## src/rtl/i2s_pkg.sv

```systemverilog
// audio widths, sample and frame types, synchroniser depth and fsm state encodings
package i2s_pkg;

        // ==================================================
        // widths
        // ==================================================

        localparam int sample_w    = 32;             // one channel sample
        localparam int frame_w     = 2 * sample_w;   // left in low half, right in high half
        localparam int bit_cnt_w   = 6;              // enough for 64 bit slots

        // codec pins cross into the system clock through this many flops
        localparam int sync_stages = 3;

        // ==================================================
        // data types
        // ==================================================

        typedef logic [sample_w-1:0]  sample_t;      // one channel word
        typedef logic [frame_w-1:0]   frame_t;       // one fifo word
        typedef logic [bit_cnt_w-1:0] bit_cnt_t;     // bit position inside a frame

        // ==================================================
        // state machines
        // ==================================================

        // playback side
        typedef enum logic [1:0] {
                play_idle,      // nothing loaded, dac line held low
                play_armed,     // frame latched, msb due on next falling edge
                play_shift      // bits going out
        } play_state_t;

        // capture side
        typedef enum logic [1:0] {
                cap_hunt,       // frame in flight at reset, thrown away
                cap_collect,    // gathering a full frame
                cap_commit      // write cycle toward the capture fifo
        } cap_state_t;

endpackage

```

## src/rtl/i2s_audio_bridge.sv

```systemverilog
// slave mode i2s bridge top with edge synchroniser, playback and capture shifters
`timescale 1ns/1ps

module i2s_audio_bridge (
        input  logic            clock_bridge_0_out_clk_clk,
        input  logic            hps_0_h2f_reset_reset_n,
        // codec side
        input  logic            aud_bclk,
        input  logic            aud_lrclk,
        input  logic            aud_adcdat,
        output logic            aud_dacdat,
        // playback fifo
        input  logic            playback_dma_enable,
        input  logic            playback_fifo_empty,
        input  i2s_pkg::frame_t playback_fifo_data,
        output logic            playback_fifo_read,
        // capture fifo
        input  logic            capture_dma_enable,
        input  logic            capture_fifo_full,
        output logic            capture_fifo_write,
        output i2s_pkg::frame_t capture_fifo_data
);

        // strobes and aligned levels shared by both directions
        logic bclk_rise;
        logic bclk_fall;
        logic lrclk_sync;
        logic adcdat_sync;

        i2s_edge_sync u_edge_sync (
                .clock_bridge_0_out_clk_clk (clock_bridge_0_out_clk_clk),
                .hps_0_h2f_reset_reset_n    (hps_0_h2f_reset_reset_n),
                .aud_bclk                   (aud_bclk),
                .aud_lrclk                  (aud_lrclk),
                .aud_adcdat                 (aud_adcdat),
                .bclk_rise                  (bclk_rise),
                .bclk_fall                  (bclk_fall),
                .lrclk_sync                 (lrclk_sync),
                .adcdat_sync                (adcdat_sync)
        );

        i2s_playback_shifter u_playback (
                .clock_bridge_0_out_clk_clk (clock_bridge_0_out_clk_clk),
                .hps_0_h2f_reset_reset_n    (hps_0_h2f_reset_reset_n),
                .bclk_fall                  (bclk_fall),
                .lrclk_sync                 (lrclk_sync),
                .dma_enable                 (playback_dma_enable),
                .fifo_empty                 (playback_fifo_empty),
                .fifo_data                  (playback_fifo_data),
                .fifo_read                  (playback_fifo_read),
                .dacdat                     (aud_dacdat)
        );

        i2s_capture_shifter u_capture (
                .clock_bridge_0_out_clk_clk (clock_bridge_0_out_clk_clk),
                .hps_0_h2f_reset_reset_n    (hps_0_h2f_reset_reset_n),
                .bclk_rise                  (bclk_rise),
                .bclk_fall                  (bclk_fall),
                .lrclk_sync                 (lrclk_sync),
                .adcdat_sync                (adcdat_sync),
                .dma_enable                 (capture_dma_enable),
                .fifo_full                  (capture_fifo_full),
                .fifo_write                 (capture_fifo_write),
                .fifo_data                  (capture_fifo_data)
        );

endmodule

```

## src/rtl/i2s_capture_shifter.sv

```systemverilog
// adc data deserialiser, frame assembly and capture fifo write gating
`timescale 1ns/1ps

module i2s_capture_shifter (
        input  logic            clock_bridge_0_out_clk_clk,
        input  logic            hps_0_h2f_reset_reset_n,
        input  logic            bclk_rise,      // sample point for adc data
        input  logic            bclk_fall,      // word clock changes here
        input  logic            lrclk_sync,
        input  logic            adcdat_sync,
        input  logic            dma_enable,
        input  logic            fifo_full,
        output logic            fifo_write,     // stores fifo_data this cycle
        output i2s_pkg::frame_t fifo_data
);

        i2s_pkg::cap_state_t state;
        i2s_pkg::sample_t    left_q;            // older 32 bits of the window
        i2s_pkg::sample_t    right_q;           // newest 32 bits
        i2s_pkg::sample_t    left_nx;
        i2s_pkg::sample_t    right_nx;
        logic                lrclk_prev;
        logic                boundary;          // word clock fell, last bit still due
        logic                frame_done;

        // one 64 bit window split in two, right feeds left
        assign right_nx = {right_q[i2s_pkg::sample_w-2:0], adcdat_sync};
        assign left_nx  = {left_q[i2s_pkg::sample_w-2:0], right_q[i2s_pkg::sample_w-1]};

        // right lsb arrives on the first rise after the boundary
        assign frame_done = bclk_rise & boundary;

        // dropped when gated, collecting carries on regardless
        assign fifo_write = (state == i2s_pkg::cap_commit) & dma_enable & ~fifo_full;

        // ==================================================
        // word clock boundary tracking
        // ==================================================

        always_ff @(posedge clock_bridge_0_out_clk_clk or negedge hps_0_h2f_reset_reset_n) begin
                if (!hps_0_h2f_reset_reset_n) begin
                        lrclk_prev <= 1'b0;
                        boundary   <= 1'b0;
                end else begin
                        if (bclk_fall) begin
                                lrclk_prev <= lrclk_sync;
                                if (lrclk_prev & ~lrclk_sync)
                                        boundary <= 1'b1;       // high to low
                        end
                        if (bclk_rise)
                                boundary <= 1'b0;               // consumed by this rise
                end
        end

        // ==================================================
        // deserialiser and frame register
        // ==================================================

        always_ff @(posedge clock_bridge_0_out_clk_clk) begin
                if (bclk_rise) begin
                        left_q  <= left_nx;
                        right_q <= right_nx;
                        if (boundary)
                                fifo_data <= {right_nx, left_nx};  // left in low half
                end
        end

        // ==================================================
        // frame fsm
        // ==================================================

        always_ff @(posedge clock_bridge_0_out_clk_clk or negedge hps_0_h2f_reset_reset_n) begin
                if (!hps_0_h2f_reset_reset_n) begin
                        state <= i2s_pkg::cap_hunt;
                end else begin
                        case (state)
                        i2s_pkg::cap_hunt: begin
                                if (frame_done)
                                        state <= i2s_pkg::cap_collect;  // partial frame dropped
                        end
                        i2s_pkg::cap_collect: begin
                                if (frame_done)
                                        state <= i2s_pkg::cap_commit;
                        end
                        i2s_pkg::cap_commit: begin
                                state <= i2s_pkg::cap_collect;  // single write cycle
                        end
                        default: begin
                                state <= i2s_pkg::cap_hunt;
                        end
                        endcase
                end
        end

endmodule

```

## src/rtl/i2s_edge_sync.sv

```systemverilog
// codec pin synchronisers and bit clock rise and fall strobe generation
`timescale 1ns/1ps

module i2s_edge_sync (
        input  logic clock_bridge_0_out_clk_clk,
        input  logic hps_0_h2f_reset_reset_n,
        input  logic aud_bclk,          // codec bit clock, async
        input  logic aud_lrclk,         // codec word clock, async
        input  logic aud_adcdat,        // codec adc data, async
        output logic bclk_rise,         // one cycle pulse
        output logic bclk_fall,         // one cycle pulse
        output logic lrclk_sync,
        output logic adcdat_sync
);

        // three flop chains, bit 0 takes the pin
        logic [i2s_pkg::sync_stages-1:0] bclk_meta;
        logic [i2s_pkg::sync_stages-1:0] lrclk_meta;
        logic [i2s_pkg::sync_stages-1:0] adcdat_meta;

        logic bclk_last;        // previous value of last bclk stage
        logic bclk_up;
        logic bclk_down;

        // edge detect on the settled end of the chain
        assign bclk_up   =  bclk_meta[i2s_pkg::sync_stages-1] & ~bclk_last;
        assign bclk_down = ~bclk_meta[i2s_pkg::sync_stages-1] &  bclk_last;

        // ==================================================
        // synchroniser chains
        // ==================================================

        always_ff @(posedge clock_bridge_0_out_clk_clk or negedge hps_0_h2f_reset_reset_n) begin
                if (!hps_0_h2f_reset_reset_n) begin
                        bclk_meta   <= '0;
                        lrclk_meta  <= '0;
                        adcdat_meta <= '0;
                        bclk_last   <= 1'b0;
                end else begin
                        bclk_meta   <= {bclk_meta[i2s_pkg::sync_stages-2:0], aud_bclk};
                        lrclk_meta  <= {lrclk_meta[i2s_pkg::sync_stages-2:0], aud_lrclk};
                        adcdat_meta <= {adcdat_meta[i2s_pkg::sync_stages-2:0], aud_adcdat};
                        bclk_last   <= bclk_meta[i2s_pkg::sync_stages-1];
                end
        end

        // ==================================================
        // aligned outputs
        // ==================================================

        // word clock and data taken from the same stage as the strobes
        // so both are valid in the strobe cycle
        always_ff @(posedge clock_bridge_0_out_clk_clk or negedge hps_0_h2f_reset_reset_n) begin
                if (!hps_0_h2f_reset_reset_n) begin
                        bclk_rise   <= 1'b0;
                        bclk_fall   <= 1'b0;
                        lrclk_sync  <= 1'b0;
                        adcdat_sync <= 1'b0;
                end else begin
                        bclk_rise   <= bclk_up;         // pin edge plus 4 cycles
                        bclk_fall   <= bclk_down;
                        lrclk_sync  <= lrclk_meta[i2s_pkg::sync_stages-1];
                        adcdat_sync <= adcdat_meta[i2s_pkg::sync_stages-1];
                end
        end

endmodule

```

## src/rtl/i2s_playback_shifter.sv

```systemverilog
// playback frame loader and msb first dac data serialiser with i2s one bit delay
`timescale 1ns/1ps

module i2s_playback_shifter (
        input  logic            clock_bridge_0_out_clk_clk,
        input  logic            hps_0_h2f_reset_reset_n,
        input  logic            bclk_fall,      // falling bit clock strobe
        input  logic            lrclk_sync,
        input  logic            dma_enable,
        input  logic            fifo_empty,
        input  i2s_pkg::frame_t fifo_data,      // show-ahead word
        output logic            fifo_read,      // consumes fifo_data this cycle
        output logic            dacdat
);

        i2s_pkg::play_state_t state;
        i2s_pkg::bit_cnt_t    bit_cnt;          // bits already sent of this frame
        i2s_pkg::frame_t      shift_q;          // left word on top, right below
        logic                 lrclk_prev;       // word clock at previous falling strobe
        logic                 frame_start;

        // left channel begins when word clock drops
        assign frame_start = bclk_fall & lrclk_prev & ~lrclk_sync;

        // take a word only when dma is on and one is there
        assign fifo_read = frame_start & dma_enable & ~fifo_empty;

        // ==================================================
        // word clock history
        // ==================================================

        always_ff @(posedge clock_bridge_0_out_clk_clk or negedge hps_0_h2f_reset_reset_n) begin
                if (!hps_0_h2f_reset_reset_n)
                        lrclk_prev <= 1'b0;
                else if (bclk_fall)
                        lrclk_prev <= lrclk_sync;
        end

        // ==================================================
        // frame shift register
        // ==================================================

        // fifo word holds left in low half, swap so left leaves first
        always_ff @(posedge clock_bridge_0_out_clk_clk) begin
                if (frame_start) begin
                        if (fifo_read)
                                shift_q <= {fifo_data[i2s_pkg::sample_w-1:0],
                                            fifo_data[i2s_pkg::frame_w-1:i2s_pkg::sample_w]};
                        else
                                shift_q <= '0;          // underrun or dma off plays silence
                end else if (bclk_fall) begin
                        shift_q <= {shift_q[i2s_pkg::frame_w-2:0], 1'b0};
                end
        end

        // ==================================================
        // control fsm and dac output
        // ==================================================

        // dac line moves one cycle after each falling strobe
        always_ff @(posedge clock_bridge_0_out_clk_clk or negedge hps_0_h2f_reset_reset_n) begin
                if (!hps_0_h2f_reset_reset_n) begin
                        state   <= i2s_pkg::play_idle;
                        bit_cnt <= '0;
                        dacdat  <= 1'b0;
                end else if (bclk_fall) begin
                        case (state)
                        i2s_pkg::play_idle: begin
                                dacdat <= 1'b0;
                        end
                        i2s_pkg::play_armed: begin
                                dacdat  <= shift_q[i2s_pkg::frame_w-1];  // left msb
                                bit_cnt <= i2s_pkg::bit_cnt_t'(1);
                                state   <= i2s_pkg::play_shift;
                        end
                        i2s_pkg::play_shift: begin
                                dacdat  <= shift_q[i2s_pkg::frame_w-1];
                                bit_cnt <= bit_cnt + i2s_pkg::bit_cnt_t'(1);
                                // 64th bit with no new frame start means lost sync
                                if (bit_cnt == '1)
                                        state <= i2s_pkg::play_idle;
                        end
                        default: begin
                                state <= i2s_pkg::play_idle;
                        end
                        endcase
                        // right lsb and next load share this strobe
                        if (frame_start) begin
                                state   <= i2s_pkg::play_armed;
                                bit_cnt <= '0;
                        end
                end
        end

endmodule

```

## config.mk

```make
export PLATFORM = sky130hd
export DESIGN_NAME = i2s_audio_bridge
export DESIGN_NICKNAME = d
export VERILOG_FILES = /design/src/rtl/i2s_pkg.sv /design/src/rtl/i2s_audio_bridge.sv /design/src/rtl/i2s_capture_shifter.sv /design/src/rtl/i2s_edge_sync.sv /design/src/rtl/i2s_playback_shifter.sv
export SDC_FILE = /design/constraint.sdc
export NUM_CORES = 1
export LEC_CHECK = 0
export BUFFER_PORTS_ARGS = -buffer_cell sky130_fd_sc_hd__clkbuf_2
export CAP_MARGIN = 20
export CELL_PAD_IN_SITES_DETAIL_PLACEMENT = 0
export CELL_PAD_IN_SITES_GLOBAL_PLACEMENT = 2
export CORE_UTILIZATION = 30
export CTS_CLUSTER_SIZE = 10
export DETAILED_ROUTE_END_ITERATION = 7
export PLACE_DENSITY_LB_ADDON = 0.08
export SKIP_LAST_GASP = 1
export SYNTH_ARGS = -nofsm -noshare
export SYNTH_HDL_FRONTEND = slang
export SYNTH_SLANG_ARGS = --single-unit
```

## constraint.sdc

```tcl
create_clock -name clock_bridge_0_out_clk_clk -period 3.5 [get_ports clock_bridge_0_out_clk_clk]
set_input_delay 0.35 -clock clock_bridge_0_out_clk_clk [delete_from_list [all_inputs] [get_ports clock_bridge_0_out_clk_clk]]
set_output_delay 0.35 -clock clock_bridge_0_out_clk_clk [all_outputs]
set_load 0.05 [all_outputs]
```

Word level (Yosys, flattened, before mapping)
Index checks and enable logic that the tools add are counted.

storage, ports and cells
  register bits after elaboration = 218
  input bits = 73
  output and inout bits = 67
  word-level logic and storage cells = 72

operators by class
  $add $sub $neg = 1
  equal/unequal tests = 9
  mux-type cells = 15
  bitwise operators = 15
  reduce and logical (&&, ||, !) cells = 14

operators by type and width
  cell                   count
  $mux W64               3
  $pmux W2 S3            2
  $pmux W6 S2            1
  $and A1 B1 Y1          10
  $reduce_and A2 Y1      5
  $mux W2                4
  $reduce_bool A2 Y1     4
  $add A6 B1 Y6 const B  1
  $eq A6 B6 Y1 const B   1
  $mux W6                1
  $ne A2 B1 Y1 const B   3
  $not A1 Y1             5
  $eq A2 B1 Y1 const B   2
  $eq A2 B2 Y1 const B   2
  $logic_not A2 Y1       2
  $mux W1                3
  $ne A3 B1 Y1 const B   1
  $reduce_and A3 Y1      1
  $reduce_bool A3 Y1     1
  $pmux W1 S2            1
  $reduce_or A2 Y1       1

Logic depth before layout (Yosys ltp)
Gate-level depths: netlist (run 1).

  depth in word-level cells = 6
  mapped depth = 7
  gate-level depth less buffers = 6

Hierarchy
From an unflattened synthesis (run 1), not the netlist that was laid out.

unflattened totals
  cell total of the unflattened synthesis = 356
  area, all modules = 7,516.0 um^2

by module, submodules not included
  module                instances  cells an instance  area an instance (um^2)  seq. area each (um^2)
  i2s_capture_shifter   1          140                3,985.1                  3,913.8
  i2s_playback_shifter  1          200                3,165.5                  2,172.1
  i2s_edge_sync         1          16                 365.4                    350.3

Worst setup path before layout (run 1)
Ideal clock, no wire load.

  path type = register -> register
  start point = register u_edge_sync.bclk_rise
  end point = register u_capture.state[0]
  library setup time = 127 ps
  arrival = 3,621 ps
  path slack = -248 ps
  cell stages (with the launch flop) = 4
  period minus slack after synthesis = 3,748 ps
  cell sequence = dfrtp_1 and2_1 nor2_1 xnor2_1

on the way
  longest elaborated chain between the ends = 3
  elaborated cells between the ends (all ways) = 4
  those cells by class = eq/ne (2); bitwise (1); reduce/logical (1)

ends and longest elaborated chain
  element                          line                       RTL
  from (decl)                      i2s_edge_sync.sv:10        output logic bclk_rise,
  from (signal assigned)           i2s_edge_sync.sv:60        bclk_rise <= bclk_up;
  $and A1 B1 Y1 (*)                i2s_capture_shifter.sv:31  assign frame_done = bclk_rise & boundary;
  via u_capture.frame_done         i2s_capture_shifter.sv:24  logic frame_done;
  $ne A2 B1 Y1 (no line)           -
  $reduce_and A2 Y1 (no line) (*)  -
  to (signal assigned)             i2s_capture_shifter.sv:74  state <= i2s_pkg::cap_hunt;
  to (signal assigned)             i2s_capture_shifter.sv:79  state <= i2s_pkg::cap_collect;
  to (signal assigned)             i2s_capture_shifter.sv:83  state <= i2s_pkg::cap_commit;
  to (decl)                        i2s_capture_shifter.sv:17  i2s_pkg::cap_state_t state;

Mark *: on every way through the listed nets, which the timed path passes. The rest lies on a longest branch.
A chain may end at the register's enable or synchronous reset.

Worst setup path in the final report (run 1)
  start point = register u_edge_sync.lrclk_sync
  end point = output port playback_fifo_read

on the way
  longest elaborated chain between the ends = 4

ends and longest elaborated chain
  element                      line                        RTL
  from (decl)                  i2s_edge_sync.sv:12         output logic lrclk_sync,
  from (signal assigned)       i2s_edge_sync.sv:62         lrclk_sync <= lrclk_meta[i2s_pkg::sync_stages-1];
  $not A1 Y1                   i2s_playback_shifter.sv:23  assign frame_start = bclk_fall & lrclk_prev & ~lrclk_sync;
  $and A1 B1 Y1                i2s_playback_shifter.sv:23
  $and A1 B1 Y1 (2 in series)  i2s_playback_shifter.sv:26  assign fifo_read = frame_start & dma_enable & ~fifo_empty;
  to (decl)                    i2s_audio_bridge.sv:16      output logic playback_fifo_read,

Every way passes these cells.

==> results of run 1 <==
==> area by class of cell <==
| class | count | area share, % |
|---|---|---|
| sequential | 218 | 69.20 |
| clock buffer | 36 | 7.532 |
| clock inverter | 3 | 0.2565 |
| tap | 324 | 4.374 |
| inverter | 4 | 0.1620 |
| timing repair buffer | 151 | 8.585 |
| multi-input combinational | 114 | 9.895 |
==> metal layers <==
layer,track usage (%),vias up
met1,15.49,1859
li1,-,1743
met3,3.584,28
met2,15.36,115
met5,0,-
met4,3.409,0
==> cell usage in the layout, fill, tap and decap left out, types with 2 or more instances in the layout <==
master | netlist | final
clkbuf_1 | 4 | 9
ha_1 | 5 | 5
dfrtp_2 | 0 | 2
buf_4 | 2 | 8
a21oi_1 | 4 | 4
edfxtp_1 | 191 | 191
nor2b_1 | 3 | 3
nor2_1 | 6 | 6
dfrtp_1 | 27 | 25
dlygate4sd3_1 | 0 | 4
clkbuf_16 | 0 | 26
clkbuf_2 | 0 | 139
a22o_1 | 63 | 63
inv_1 | 4 | 4
clkinv_1 | 0 | 2
o21ai_0 | 6 | 6
nand3_1 | 2 | 2
xor2_1 | 3 | 3
nand2_1 | 3 | 3
==> cell families (layout without fill, tap and decap cells) <==
| group | Yosys count | count (layout) | share of synthesized area (%) |
|---|---|---|---|
| DFF | 218 | 218 | 85.97 |
| AOI/OAI and AO/OA | 80 | 80 | 8.843 |
| and+or+nand+nor | 24 | 24 | 1.896 |
| buffers and inverters | 22 | 194 | 1.829 |
| adders and majority gates | 5 | 5 | 0.8389 |
| xor gates and xnor gates | 4 | 4 | 0.4699 |
| muxes | 1 | 1 | 0.1510 |
==> worst max-delay path, cell delays in order, from the launching register on <==
cell,delay (ns)
dfrtp_1,0.37
nor2b_1,0.10
buf_4,0.17
nand2_2,0.08
nor3b_4,0.21
buf_4,0.35
clkbuf_2,0.34
==> power by group <==
part           internal (mW)  switching (mW)  total [mW]
clock network           1.37           0.957        2.33
logic                  0.128           0.225       0.353
registers               2.95          0.0570        3.01
==> flip-flops by register name, indices dropped and copies added, names as in the netlist, 2 cells and up <==
register	flops
u_capture.fifo_data	64
u_capture.left_q	31
u_capture.right_q	32
u_capture.state	2
u_edge_sync.adcdat_meta	3
u_edge_sync.bclk_meta	3
u_edge_sync.lrclk_meta	3
u_playback.bit_cnt	6
u_playback.shift_q	64
u_playback.state	2
==> final timing paths <==
check | slack (ns) | depth (start not counted) | endpoint | startpoint
hold / removal | 0.11 | 2 | u_playback.shift_q[0]$_SDFFCE_PN0P_ | playback_fifo_data[32]
min in group asynchronous | 0.42 | 2 | u_edge_sync.bclk_meta[0]$_DFF_PN0_ | hps_0_h2f_reset_reset_n
setup / recovery | 1.0 | 6 | playback_fifo_read | u_edge_sync.lrclk_sync$_DFF_PN0_
setup reg to reg | 1.39 | 4 | u_playback.state[0]$_DFFE_PN0P_ | u_edge_sync.bclk_fall$_DFF_PN0_
hold reg to reg | 0.35 | 0 | u_edge_sync.lrclk_sync$_DFF_PN0_ | u_edge_sync.lrclk_meta[2]$_DFF_PN0_
max in group asynchronous | 2.57 | 2 | u_edge_sync.bclk_rise$_DFF_PN0_ | hps_0_h2f_reset_reset_n
==> per-stage QoR <==
stage	setup slack, ns	hold slack, ns	cell area [sq um]
2_1_floorplan	0.4057	0.05441	7458
3_3_place_gp	1.409	0.3324	8507
3_5_place_dp	1.378	0.3372	8507
4_1_cts	0.9512	0.08489	9269
5_1_grt	0.8761	0.09898	9269
6_report	0.9983	0.1098	9269
==> timing repair <==
| item | CTS | global route |
|---|---|---|
| hold endpoints to repair | 30 | 0 |
| resized for setup | 0 | 0 |
| hold buffers | 4 | 0 |
==> out/metrics.yaml, run 1 <==
status: "complete, no violations"
antenna_found_initial: 0
grt_max_degree: 75
nNetsFinal: 593
grt_pass1_vias: 3791
fillers: 2292
finalPower_mw: 5.685
antenna_left: 0
wl_met1_mm: 6.550
gp_congestion: 0.7163
worstPathArrival_ns: 2.15
pin_count: 140
ir_drop_v: 0.0002685
synth_area_per_cell_sq_um: 21.07
fin_worst_skew_ns: 0.007573
post_drt_wl_per_cell_um: 16.14
timing.final.crit_period_ns: 2.502
min_period_over_period_pct: 71.48
core_area_sq_um: 24320
wl_met3_um: 946
synth_edf_count: 191
async_flop_share_pct: 12.39
yosysMostFrequentCell: "edfxtp_1"
htreeDepth: 1
tightestPinTransition_ns: 0.9591
die_w_um: 159.7
synthCells: 354
synth_flop_cell: "edfxtp_1"
io_buffer_count: 139
yosysUniqueCellTypes: 34
crit_required_ns: 3.15
start_util_pct: 30.66
p_leak_nw: 3.322
insertion_delay_ns: 0.51
final_util_pct: 38.11
powerDensity_nw_per_um2: 613.4
fmax_mhz: 399.7
place_hpwl_mm: 8.104
synth_top_area_share_pct: 76.91
tns_ns: 0
overflow: 0
synthTopCellsByArea: "edfxtp_1 (77%), dfrtp_1 (9.1%), a22o_1 (7.4%), ha_1 (0.84%), buf_6 (0.76%)"
numCtsBuffers: 26
clock_sinks: 218
yosysTopAreaCell: "edfxtp_1"
wl_met2_mm: 5.868
die_area_sq_um: 25490
synthesis.area_sq_um: 7457
regArea_sq_um: 6414
endpoint_kind: "output pin"
avgViaCountPerCell: 4.406
multi_input_area_sq_um: 917.1
drtPass1Iterations: 4
drive_above_1_share_pct: 34.60
clockBufferDepth: 3
root_buffer: "clkbuf_16"
worst_setup_path_start_kind: "flop"
routed.top_layer: "met4"
clk_pin_slew_ns: 0.06
crit_type: "flop to output pin"
cts_tree: "yes"
diodes: 0
hp-class: "input pin to flop"
setup_viol: 0
synth-seq-area-share_pct: 85.97
drv_slew: 0
grt.total_usage_pct: 10.79
ys_ff_latch: 218
yosysWarningCount: 0
vias: 3745
slew-limit-headroom_pct: 36.06
routed_wl_mm: 13.72
grt_pass1_wl_mm: 21.67
rsz0062_at_grt: "no"
placed_cells: 807
maxCapViolCount: 0
ys_top_cells_by_count: "edfxtp_1 (191), a22o_1 (63), dfrtp_1 (27)"
drc_errors: 0
fp-row-count: 57
drt_iter0_drc: 183
die_h_um: 159.7
finalHoldViolCount: 0
syn2layout_area_growth_pct: 24.30
cts_setup_buffers: 0
synth_nets: 432
post_layout_nonfiller_instances: 850
crit_path_max_fanout: 31
(Power assumes the default switching activity.)
==> run 2: changes to the inputs <==
==> constraint.sdc (replaced) <==
create_clock -name clock_bridge_0_out_clk_clk -period 2.3 [get_ports clock_bridge_0_out_clk_clk]
set_input_delay 0.23 -clock clock_bridge_0_out_clk_clk [delete_from_list [all_inputs] [get_ports clock_bridge_0_out_clk_clk]]
set_output_delay 0.23 -clock clock_bridge_0_out_clk_clk [all_outputs]
set_load 0.05 [all_outputs]
==> run 2 against run 1 <==
Routed wire length is 2.5% higher; utilization up 2.0 points; first-iteration DRC count is 26% lower; largest cell class unchanged.
==> out/metrics.yaml, run 2 (synthesized netlist as in run 1, its figures left out) <==
status: "complete, no violations"
tns_ns: 0
syn2layout_area_growth_pct: 30.94
switchingPower_mw: 1.878
gp_congestion: 0.7088
regArea_sq_um: 6414
drv_slew: 0
worst_setup_path_start_kind: "flop"
whs_path_depth: 2
r2r_cells: 5
wl_met1_mm: 6.799
hp-class: "input pin to flop"
drt_iter0_drc: 136
crit_family: "simple AND/OR/NAND/NOR gates"
root_buffer: "clkbuf_16"
power_frac_clock_pct: 40.9
crit_chain: "nor2b_1 > nand2_2 > nor3b_4 > clkbuf_2"
fillers: 2266
comb_power_share_pct: 6.9
swShare_pct: 21.45
diodes: 0
routed.top_layer: "met4"
wl_met3_um: 943
critPathBufInv: 1
drive_above_1_share_pct: 31.54
wl_met2_mm: 6.047
nNetsFinal: 640
post_drt_wl_per_cell_um: 15.61
grt_pass1_wl_mm: 22.31
placed_cell_area_sq_um: 8528
io_buffer_count: 139
finalHoldViolCount: 0
clock_sinks: 218
crit_path_max_fanout: 3
drtPass1Iterations: 4
ir_drop_v: 0.0004273
place_ws_ns: 0.6115
powerDensity_nw_per_um2: 896.4
worstPathArrival_ns: 1.72
drc_errors: 0
cts_tree: "yes"
min_to: "u_playback.shift_q[39]$_DFFE_PP_"
tightestPinTransition_ns: 0.8286
crit_required_ns: 2.07
clockBufferDepth: 3
insertion_delay_ns: 0.51
ctsResizeCount: 0
endpoint_kind: "output pin"
cts_setup_buffers: 0
rrSetupSlack_ns: 0.62
die_h_um: 159.7
antenna_left: 0
setup_viol: 0
crit_type: "flop to output pin"
fmax_mhz: 511.8
htreeDepth: 1
mostFrequentLayoutCell: "edfxtp_1"
overflow: 0
core_area_sq_um: 24320
largest_registers: "u_capture.fifo_data x64, u_playback.shift_q x64, u_capture.right_q x32"
r2r-start: "u_edge_sync.lrclk_sync$_DFF_PN0_"
final_cell_mix: "edfxtp_1 (191), clkbuf_2 (139), a22o_1 (63), dlygate4sd3_1 (50), clkbuf_16 (27)"
intPower_mw: 6.875
avgViaCountPerCell: 4.351
finalInstanceArea_sq_um: 9764
pin_count: 140
maxCapViolCount: 0
layout_setup_ws_ns: 0.3462
clk_pin_slew_ns: 0.06
place_hpwl_mm: 8.373
placed_cells: 808
grt_pass1_vias: 3997
critPathMaxStageDelay_ns: 0.37
start_util_pct: 30.66
seq_power_share_pct: 52.3
min_period_over_period_pct: 84.95
antenna_found_initial: 0
vias: 3920
multi_input_area_sq_um: 918.4
grt.total_usage_pct: 10.99
p_leak_nw: 3.526
post_layout_nonfiller_instances: 901
grt_max_degree: 67
critPathLaunch: "u_edge_sync.lrclk_sync$_DFF_PN0_"
timing.final.crit_period_ns: 1.954
routed_wl_mm: 14.07
cp_slowest_cell: "dfrtp_1"
fp-row-count: 57
die_area_sq_um: 25490
die_w_um: 159.7
r2r_end: "u_playback.shift_q[42]$_DFFE_PP_"
rsz0062_at_grt: "no"
numCtsBuffers: 26
final_util_pct: 40.15
slew-limit-headroom_pct: 44.76
hp-start: "playback_fifo_data[7]"
finalPower_mw: 8.753
fin_worst_skew_ns: 0.007149
hold_ws_ns: 0.02222
-- run 2: routing by layer --
layer,up-vias,global-route usage (%)
met4,0,3.671
met3,22,3.325
li1,1845,-
met1,1935,15.48
met5,-,0
met2,118,16.14
-- run 2: worst max path at each step --
| stage | end | cells past startpoint |
|---|---|---|
| floorplan | capture_fifo_write | 1 |
| global placement | u_playback.shift_q[43]$_DFFE_PP_ | 5 |
| detailed placement | u_playback.shift_q[17]$_DFFE_PP_ | 5 |
| CTS | playback_fifo_read | 4 |
| global route | playback_fifo_read | 4 |
| finish | playback_fifo_read | 4 |
-- run 2: what timing repair did --
item                       4_1_cts  5_1_grt
setup endpoints to repair        0        0
hold endpoints to repair        76        0
hold buffers                    50        0
-- run 2: power by group through the flow --
stage	clock (mW)	combinational, mW	sequential [mW]
after floorplan	0	0.258	4.73
after global placement	0	0.539	4.65
after detailed placement	0	0.546	4.65
after CTS	3.74	0.616	4.57
after global routing	3.87	0.666	4.59
final	3.58	0.602	4.57
-- run 2: layout make-up --
type	count	area share (%)
sequential	218	65.68
inverter	4	0.1538
multi-input combinational	114	9.405
clock buffer	41	7.458
clock inverter	2	0.07688
tap	324	4.152
timing repair buffer	198	13.07
